--- src/scope_pkg.sv ---
//----------------------------------------
// scope package
// widths, opcodes, trigger constants and
// the types shared by the command path
//----------------------------------------
package scope_pkg;

	//----------------------------------------
	// command framing and opcodes
	localparam int         CMD_BYTES = 8;        // bytes per command
	localparam logic [7:0] OP_READ   = 8'd0;     // buffer readout
	localparam logic [7:0] OP_ARM    = 8'd1;     // arm and status
	localparam logic [7:0] OP_INFO   = 8'd2;     // version, board inputs
	localparam logic [7:0] OP_TRIG   = 8'd8;     // trigger settings
	localparam logic [7:0] OP_BOARD  = 8'd10;    // board output bit

	// trigger types, as sent in the arm command
	localparam logic [7:0] TRIG_NONE = 8'd0;     // immediate
	localparam logic [7:0] TRIG_FALL = 8'd1;
	localparam logic [7:0] TRIG_RISE = 8'd2;

	localparam int FW_VERSION    = 17;
	localparam int THRESH_CENTER = 128;          // midscale of the 8-bit level
	localparam int THRESH_SHIFT  = 4;            // 8-bit level to 12-bit sample
	localparam int THRESH_BIAS   = 8;            // half step of the shifted level
	localparam int RAM_DEPTH     = 1024;

	//----------------------------------------
	// types
	typedef logic signed [11:0] sample_t;       // adc sample
	typedef logic [9:0]         ram_addr_t;     // ring buffer address
	typedef logic [15:0]        len_t;          // post length, readout bytes
	typedef logic [15:0]        count_t;        // event and post counts

	// first byte received lands in op
	typedef struct packed {
		logic [7:0] b7;
		logic [7:0] b6;
		logic [7:0] b5;
		logic [7:0] b4;
		logic [7:0] b3;
		logic [7:0] b2;
		logic [7:0] b1;
		logic [7:0] op;
	} cmd_t;

	typedef struct packed {
		sample_t    lower_th;
		sample_t    upper_th;
		logic [7:0] tot;                         // time over threshold
		logic [7:0] trig_type;
		len_t       post_len;                    // samples kept after trigger
	} trig_cfg_t;

	typedef enum logic [2:0] {
		ACQ_READY,
		ACQ_FALL_ARM,
		ACQ_FALL_WAIT,
		ACQ_RISE_ARM,
		ACQ_RISE_WAIT,
		ACQ_POST,
		ACQ_HOLD
	} acq_state_e;

endpackage

--- src/reply_streamer.sv ---
`timescale 1ns/1ps
//----------------------------------------
// reply framing
// puts one reply word or a burst of sample
// pairs on the 32-bit stream, keep and last
// from the remaining byte count
//----------------------------------------
module reply_streamer (
	input  logic                   clk,
	input  logic                   rstn,
	input  logic                   i_word_req,
	input  logic [31:0]            i_word,
	input  logic                   i_burst_req,
	input  scope_pkg::ram_addr_t   i_rd_start,
	input  scope_pkg::len_t        i_rd_len,
	input  scope_pkg::sample_t     i_rd_data,
	input  logic                   i_tready,
	output scope_pkg::ram_addr_t   o_rd_addr,
	output logic                   o_tvalid,
	output logic [31:0]            o_tdata,
	output logic [3:0]             o_tkeep,
	output logic                   o_tlast,
	output logic                   o_reply_done
);

	typedef enum logic [1:0] {ST_IDLE, ST_FETCH, ST_LO, ST_SEND} tx_state_e;

	tx_state_e            state;
	scope_pkg::ram_addr_t rd_ptr;       // next read address
	scope_pkg::len_t      remain;       // bytes left incl. current word
	logic                 word_mode;    // single reply word
	logic                 hi_vld;       // upper sample latched
	logic [31:0]          word_q;
	scope_pkg::sample_t   lo_q;
	scope_pkg::sample_t   hi_q;
	scope_pkg::sample_t   hi_now;

	assign o_rd_addr = (state == ST_IDLE) ? i_rd_start : rd_ptr;
	assign hi_now    = hi_vld ? hi_q : i_rd_data;      // ram data on first send cycle
	assign o_tdata   = word_mode ? word_q : {4'd0, hi_now, 4'd0, lo_q};
	assign o_tlast   = (remain <= 16'd4);
	assign o_tkeep   = (remain >= 16'd4) ? 4'b1111 : (4'b0001 << remain[1:0]) - 4'b0001;

	//----------------------------------------
	// two ram reads per burst word
	always_ff @(posedge clk or negedge rstn) begin
		if (!rstn) begin
			state        <= ST_IDLE;
			rd_ptr       <= '0;
			remain       <= '0;
			word_mode    <= 1'b0;
			hi_vld       <= 1'b0;
			o_tvalid     <= 1'b0;
			o_reply_done <= 1'b0;
		end else begin
			o_reply_done <= 1'b0;
			case (state)
				ST_IDLE: begin
					if (i_word_req) begin
						remain    <= 16'd4;
						word_mode <= 1'b1;
						o_tvalid  <= 1'b1;
						state     <= ST_SEND;
					end else if (i_burst_req) begin
						remain    <= i_rd_len;
						word_mode <= 1'b0;
						rd_ptr    <= i_rd_start + 1'b1;   // start read already issued
						state     <= ST_LO;
					end
				end
				ST_FETCH: begin
					rd_ptr <= rd_ptr + 1'b1;
					state  <= ST_LO;
				end
				ST_LO: begin
					o_tvalid <= 1'b1;
					state    <= ST_SEND;
				end
				ST_SEND: begin
					hi_vld <= 1'b1;                       // hold under back-pressure
					if (i_tready) begin
						o_tvalid <= 1'b0;
						hi_vld   <= 1'b0;
						if (o_tlast) begin
							o_reply_done <= 1'b1;
							state        <= ST_IDLE;
						end else begin
							remain <= remain - 16'd4;
							rd_ptr <= rd_ptr + 1'b1;      // wraps with the ring
							state  <= ST_FETCH;
						end
					end
				end
				default: state <= ST_IDLE;
			endcase
		end
	end

	always_ff @(posedge clk) begin
		if (state == ST_IDLE && i_word_req) word_q <= i_word;
		if (state == ST_LO)   lo_q <= i_rd_data;      // first sample of the pair
		if (state == ST_SEND) hi_q <= hi_now;
	end

endmodule

--- config.mk ---
export PLATFORM = sky130hd
export DESIGN_NAME = reply_streamer
export DESIGN_NICKNAME = d
export VERILOG_FILES = /design/src/scope_pkg.sv /design/src/reply_streamer.sv
export SDC_FILE = /design/constraint.sdc
export NUM_CORES = 1
export LEC_CHECK = 0
export ABC_AREA = 1
export BUFFER_PORTS_ARGS = -buffer_cell sky130_fd_sc_hd__buf_2
export CAP_MARGIN = 20
export CELL_PAD_IN_SITES_DETAIL_PLACEMENT = 1
export CELL_PAD_IN_SITES_GLOBAL_PLACEMENT = 1
export CORE_MARGIN = 5
export CORE_UTILIZATION = 30
export CTS_CLUSTER_DIAMETER = 80
export DETAILED_ROUTE_END_ITERATION = 12
export PLACE_DENSITY_LB_ADDON = 0.1
export RECOVER_POWER = 100
export SYNTH_ARGS = -nofsm -noshare
export SYNTH_HDL_FRONTEND = slang
export SYNTH_SLANG_ARGS = --single-unit
--- constraint.sdc ---
create_clock -name clk -period 4 [get_ports clk]
set_clock_uncertainty 0.15 [all_clocks]
set_input_delay 0.8 -clock clk [delete_from_list [all_inputs] [get_ports clk]]
set_output_delay 0.8 -clock clk [all_outputs]
set_load 0.02 [all_outputs]
After elaboration in Yosys (flattened, before gate mapping)
Index checks and enable logic that the tools add are counted.
{"block": "op_classes", "n_addsub": 4, "n_lt_le_gt_ge": 2, "n_eq_ne": 9, "shift": 1, "n_mux": 28, "reduce_logical": 11}
{"op": "16-bit 2-to-1 mux", "count": 4}
{"op": "10-bit 2-to-1 mux", "count": 5}
{"op": "32-bit 2-to-1 mux", "count": 1}
{"op": "16-bit one-hot mux with 2 select lines", "count": 1}
{"op": "10-bit one-hot mux with 3 select lines", "count": 1}
{"op": "10-bit by 1-bit adder with 10-bit output, second input constant", "count": 2}
{"op": "16-bit by 3-bit >= comparator with 1-bit output, second input constant", "count": 1}
{"op": "16-bit by 3-bit less-or-equal comparator with 1-bit output, second input constant", "count": 1}
{"op": "16-bit by 3-bit subtractor with 16-bit output, second input constant", "count": 1}
{"op": "12-bit 2-to-1 mux", "count": 1}
{"op": "2-bit != test, second input constant", "count": 5}
{"op": "1-bit 2-to-1 mux", "count": 9}
{"op": "2-bit one-hot mux with 4 select lines", "count": 1}
{"op": "2-bit 2-to-1 mux", "count": 3}
{"op": "3-bit nonzero test", "count": 2}
{"op": "5-bit AND reduction", "count": 1}
{"op": "2-bit == test, second input constant", "count": 2}
{"op": "4-bit 2-to-1 mux", "count": 1}
{"op": "2-bit AND reduction", "count": 2}
{"op": "4-bit AND reduction", "count": 1}
{"op": "2-bit nonzero test", "count": 2}
{"op": "1-bit by 2-bit << shifter with 4-bit output, first input constant", "count": 1}
{"op": "4-bit by 1-bit subtractor with 4-bit output, second input constant", "count": 1}
{"op": "3-bit != test, second input constant", "count": 1}
{"op": "5 further kinds", "count": 5}
{"block": "word_totals", "reg_bits": 88, "input_bits": 75, "wordCells": 65}

Depth between registers and ports, before layout
Gate-level depths: netlist of the first run.
{"block": "depth", "ltp_word": 4, "mapped_depth": 12}

Least setup slack after synthesis of the first run
No wires, ideal clock.
{"block": "synth_timing", "path_kind": "input to register", "startpoint": "input port i_word_req", "endpoint": "register word_q[0] (enable)", "setup_ps": 422, "arrival_ps": 2269, "required_ps": 3428, "path_slack_ps": 1159, "path_stages": 2, "path_buffers": 0, "cell_sequence": "inv_1 > nor2_1"}
{"block": "synth_between", "elab_chain_cells": 1}
{"element": "from (decl)", "line": "reply_streamer.sv:11", "rtl": "input logic i_word_req,"}
{"element": "1-bit logical AND", "line": "reply_streamer.sv:100", "rtl": "if (state == ST_IDLE && i_word_req) word_q <= i_word;"}
{"element": "to (signal assigned)", "line": "reply_streamer.sv:100"}
{"element": "to (decl)", "line": "reply_streamer.sv:33", "rtl": "logic [31:0] word_q;"}
No other way between the ends.
A chain may end at the register's enable or synchronous reset.

Final worst setup path of the first run
{"block": "layout_timing", "startpoint": "register state[0]", "endpoint": "register word_q[15] (enable)"}
{"block": "layout_between", "elab_chain_cells": 2}
{"element": "from (decl)", "line": "reply_streamer.sv:28", "rtl": "tx_state_e state;"}
{"element": "from (signal assigned)", "line": "reply_streamer.sv:48", "rtl": "state <= ST_IDLE;"}
{"element": "from (signal assigned)", "line": "reply_streamer.sv:63", "rtl": "state <= ST_SEND;"}
{"element": "from (signal assigned)", "line": "reply_streamer.sv:68", "rtl": "state <= ST_LO;"}
{"element": "2-bit zero test", "line": "reply_streamer.sv:100"}
{"element": "1-bit logical AND", "line": "reply_streamer.sv:100"}
No other way between the ends.

==> flow_metrics.tcl, run 1 <==
set metrics [dict create \
    drt-total-wl_um 13300 \
    crit_chain "nor2_4 -> inv_1 -> nor2_2 -> clkbuf_1" \
    area_delta_synth_final_pct 21.6 \
    start_kind "flip-flop" \
    portBuffers 123 \
    core_mm2 0.0150 \
    ir_drop_mv 0.253 \
    max_freq_mhz 304 \
    critPathKind "reg -> reg" \
    grt.total_usage_pct 15.2 \
    fin_setup_tns_ns 0 \
    power_density_mw_per_mm2 781 \
    nNetsFinal 748 \
    clkLatencyLatePin_ns 0.34 \
    worstPathRequired_ns 3.87 \
    via_count 4006 \
    diodes 0 \
    status "complete, but fails checks" \
    synth.largest_area_cell "edfxtp_1" \
    ctsResizeCount 0 \
    die-width_um 133 \
    dp_hpwl_um 9970 \
    yosys-top-cells-count "nand2_1 (250), edfxtp_1 (56), inv_1 (49)" \
    syn_avg_cell_area_um2 8.25 \
    layout-drive-gt1-share_pct 13.6 \
    min-delay-path-class "reg -> reg" \
    post_cts_buffers 0 \
    drc 0 \
    firstDrtPassIters 4 \
    synth_area_leaders "edfxtp_1 (37%), nand2_1 (21%), dfrtp_1 (18%)" \
    drtIter0Drc 126 \
    start_util_pct 30.2 \
    critPathTopFamily "simple AND/OR/NAND/NOR gates" \
    syn_nets 627 \
    pre_cts_slack_ns 1.06 \
    yosys_warnings 0 \
    slowest_stage "nor2_2" \
    viasPerCell 4.64 \
    p_leak_nw 2.60 \
    synth_most_common_cell "nand2_1" \
    cts-root-buf "clkbuf_16" \
    cts_max_level 3 \
    clkTransAtPathRegs_ns 0.07 \
    synth_edf_count 56 \
    cp_max_fo 25 \
    grt_setup_unrepaired "false" \
    fin_crit_sh_pct 82.2 \
    synth_top_area_share_pct 37.1 \
    crit_buf_inv 2 \
    synthCells 549 \
    setup_slack_ns 0.711 \
    antenna_found_initial 0 \
    multi_input_area_mm2 0.00171 \
    ys_ff_latch 88 \
    cp.arrival_ns 3.16 \
    ios 124 \
    drv_slew 33 \
    grt_max_degree 38 \
    cts_max_path_buffers 2 \
    async_flop_share_pct 36.4 \
    violations "max-capacitance violations, max-slew violations" \
    die_h_um 133 \
    overflow 0 \
    cts_buffers 9 \
    ys_seq_area_share_pct 54.8 \
    cts_tree "done" \
    wire_per_inst_um 15.5 \
    setup_viol 0 \
    grt_pass1_vias 4186 \
    hold_viol 0 \
    grt_pass1_wl_um 21500 \
    dieArea_mm2 0.0176 \
    critPathMaxStageDelay_ns 1.07 \
    worstMarginPinSlew_ns 2.02 \
    seq_area_mm2 0.00248 \
    drv_cap 1 \
    fin_crit_ns 3.29 \
    clkSinkCount 88 \
    endpoint_kind "flip-flop" \
    rows 45 \
    fillCellCount 1870 \
    place_congestion 0.790 \
    synth-main-ff-cell "edfxtp_1" \
    synthesis.area_mm2 0.00453 \
    ys_types 31 \
    slew-limit-headroom_pct -34.6 \
    cts_hold_buf 0 \
    drtAntennaViolNets 0 \
]
-- through the flow --
step / cell area [um^2] / power [W] / std cells / hold slack [ns] / utilization [%]
2_1_floorplan: 4530 / 0.00291 / 549 / 0.299 / -
3_3_place_gp: 5300 / 0.00347 / 847 / 0.319 / 35.4
3_5_place_dp: 5300 / 0.00352 / 847 / 0.317 / 35.4
4_1_cts: 5630 / 0.00449 / 863 / 0.337 / 37.6
5_1_grt: 5510 / 0.00468 / 863 / 0.373 / 36.8
6_report: 5510 / 0.00430 / 863 / 0.337 / 36.8
-- cell usage in the layout, fill, tap and decap left out, drive strengths merged --
cell type,n
xnor2,1
clkbuf,75
clkinv,1
a21oi,5
nand2,254
nand3b,3
a31oi,13
dfrtp,32
buf,61
o21ai,33
edfxtp,56
o21a,1
clkinvlp,1
nor3,1
nor2,49
inv,56
nand4,3
nand3,23
bufinv,2
xor2,2
ha,3
-- area by class of cell --
class                      instances  area share (%)
sequential                        88            45.1
clock buffer                       9            4.09
timing repair buffer             127            10.0
multi-input combinational        391            31.0
tap                              188            4.27
inverter                          53            3.61
clock inverter                     7            1.84
-- cell families after synthesis --
family | Yosys count | synth area share (%)
buffers and inverters | 70 | 6.88
AND/OR/NAND/NOR | 333 | 30.1
adder cells (fa/ha/maj) | 3 | 0.829
AO/OA/AOI/OAI | 52 | 6.74
XOR/XNOR | 3 | 0.581
flip-flops | 88 | 54.8
-- final timing paths --
check / start / end / slack [ns] / cells past startpoint
hold / removal: remain[3]$_DFFE_PN0P_ / remain[3]$_DFFE_PN0P_ / 0.34 / 2
min in group asynchronous: rstn / remain[9]$_DFFE_PN0P_ / 0.87 / 1
max in group asynchronous: rstn / rd_ptr[6]$_DFFE_PN0P_ / 1.67 / 1
setup reg to reg: state[0]$_DFFE_PN0P_ / word_q[15]$_DFFE_PP_ / 0.71 / 4
setup / recovery: state[0]$_DFFE_PN0P_ / word_q[15]$_DFFE_PP_ / 0.71 / 4
hold reg to reg: remain[3]$_DFFE_PN0P_ / remain[3]$_DFFE_PN0P_ / 0.34 / 2
-- worst reg2reg max path, stage by stage, from the launching register on --
cell and delay (ns):
dfrtp_1 0.66, nor2_4 0.45, inv_1 0.32, nor2_2 1.07, clkbuf_1 0.32
-- metal layers --
metal | global-route usage [%] | routed length (um) | part of all wire, %
met1 | 20.1 | 6280 | 47
met2 | 25.2 | 6250 | 47
met3 | 3.84 | 699 | 5.2
met4 | 3.29 | 111 | 0.83
met5 | 0 | 0 | 0
-- report_power, final --
part | internal (W) | leakage (nW) | switching, W
Clock | 0.000556 | 0.158 | 0.000389
Combinational | 0.000527 | 1.52 | 0.00136
Sequential | 0.00126 | 0.925 | 0.000210
-- sequential cells by signal, indices dropped and copies added, names as in the netlist --
register,cells
remain,16
o_tvalid,1
word_q,32
word_mode,1
rd_ptr,10
lo_q,12
o_reply_done,1
state,2
hi_vld,1
hi_q,12
No activity file was read; power rests on OpenSTA's default activity.
==> run 2: changes to the inputs <==
- clock period: 4 -> 3.1 ns (I/O delays scaled with it)
==> run 2 against run 1 <==
The flow still finishes with violations (max-capacitance violations, max-slew violations). Final cell count up 0.23%. Via count down 0.22%. Clock-buffer cell count unchanged. Non-clock buffer count up 2. Worst hold slack worse by 0.042 ns. Global-route usage up 0.38 points. First-iteration DRC count up 16%.
==> flow_metrics.tcl, run 2 (synthesized netlist as in run 1, its figures left out) <==
set metrics [dict create \
    status "complete, but fails checks" \
    violations "max-capacitance violations, max-slew violations" \
    wl_met2_um 6570 \
    via_count 3997 \
    cp_max_fo 16 \
    crit_chain "nor2_4 -> inv_1 -> o21ai_0 -> clkbuf_1" \
    drv_cap 1 \
    fin_crit_ns 2.74 \
    critPathMaxStageDelay_ns 0.46 \
    hold_viol 0 \
    worstPathRequired_ns 2.33 \
    layout_commonest_cell "nand2_1" \
    diodes 0 \
    layout-drive-gt1-share_pct 14.0 \
    top_register "word_q" \
    cts_max_level 3 \
    fillCellCount 1883 \
    dp_hpwl_um 10000 \
    cts_tree "done" \
    viasPerCell 4.62 \
    dr_wl_met3_um 641 \
    firstDrtPassIters 4 \
    drtAntennaViolNets 0 \
    clkTransAtPathRegs_ns 0.07 \
    area_delta_synth_final_pct 20.8 \
    crit_buf_inv 2 \
    ir_drop_mv 0.343 \
    start_util_pct 30.2 \
    critPathKind "reg -> out" \
    top_regs "word_q: 32 flops, remain: 16 flops" \
    setup_viol 0 \
    drtIter0Drc 146 \
    rows 45 \
    antenna_found_initial 0 \
    drv_slew 33 \
    die-width_um 133 \
    post_cts_buffers 0 \
    place_congestion 0.766 \
    min-delay-path-class "in -> reg" \
    core_mm2 0.0150 \
    cts_hold_buf 0 \
    dieArea_mm2 0.0176 \
    fin_crit_sh_pct 88.4 \
    largest_register_ffs 32 \
    cp.arrival_ns 1.97 \
    critPathTopFamily "buffers and inverters" \
    final_cell_mix "nand2_1 (252), buf_2 (63), clkbuf_1 (63)" \
    slew-limit-headroom_pct -34.1 \
    wl_met1_um 6010 \
    drc 0 \
    grt.total_usage_pct 15.6 \
    die_h_um 133 \
    grt_pass1_wl_um 21800 \
    grt_setup_unrepaired "false" \
    worstMarginPinSlew_ns 2.01 \
    start_kind "flip-flop" \
    wire_per_inst_um 15.5 \
    fin_setup_tns_ns 0 \
    top_layer "met4" \
    power_density_mw_per_mm2 981 \
    overflow 0 \
    nNetsFinal 750 \
    cts_buffers 9 \
    ios 124 \
    p_leak_nw 2.59 \
    clkLatencyLatePin_ns 0.35 \
    max_freq_mhz 365 \
    grt_pass1_vias 4241 \
    drt-total-wl_um 13400 \
    ctsResizeCount 0 \
    cts-root-buf "clkbuf_16" \
    grt_max_degree 38 \
    slowest_stage "dfrtp_1" \
    portBuffers 123 \
    endpoint_kind "output pin" \
    cts_max_path_buffers 2 \
    clkSinkCount 88 \
    final_core_util_pct 36.5 \
]
## run 2: cell types whose count changed in the layout (fill, tap and decap cells not counted), sizes merged
cell / previous run / this run
clkinv: 1 / 4
clkbuf: 75 / 73
buf: 61 / 65
inv: 56 / 54
clkinvlp: 1 / 2
bufinv: 2 / 0
## run 2: layer usage
layer	global-route usage (%)	up-vias
met2	26.8	83
met3	4.33	9
met4	4.21	0
met5	0	-
met1	19.3	1912
li1	-	1993
## run 2: cell type report
type / instances / area, um^2 / area share (%)
multi-input combinational: 391 / 1710 / 31.2
sequential: 88 / 2480 / 45.4
inverter: 53 / 199 / 3.64
tap: 188 / 235 / 4.30
clock buffer: 9 / 225 / 4.12
clock inverter: 7 / 46.3 / 0.847
timing repair buffer: 129 / 572 / 10.5
## run 2: power by group
group / internal (W) / switching, W / total, W
Sequential: 0.00162 / 0.000205 / 0.00183
Combinational: 0.000689 / 0.00182 / 0.00251
Clock: 0.000542 / 0.000488 / 0.00103
Total: 0.00285 / 0.00251 / 0.00537
## run 2: through the flow
step	std cells	area, um^2	hold WS [ns]	setup WS, ns	power (W)
global route	865	5470	0.274	0.199	0.00587
global placement	849	5320	0.316	0.848	0.00449
floorplan	549	4530	0.174	0.278	0.00376
detailed placement	849	5320	0.318	0.759	0.00457
finish	865	5470	0.295	0.361	0.00537
CTS	865	5590	0.246	0.371	0.00563
## run 2: path summary, 6_finish.rpt
path	startpoint	endpoint	slack (ns)	depth (start not counted)
min in group asynchronous	rstn	remain[10]$_DFFE_PN0P_	0.69	1
max in group asynchronous	rstn	rd_ptr[2]$_DFFE_PN0P_	0.96	1
max	state[0]$_DFFE_PN0P_	o_rd_addr[0]	0.36	4
min	i_word[2]	word_q[2]$_DFFE_PP_	0.29	1
max reg2reg	state[0]$_DFFE_PN0P_	rd_ptr[6]$_DFFE_PN0P_	0.47	10
min reg2reg	remain[3]$_DFFE_PN0P_	remain[3]$_DFFE_PN0P_	0.33	2
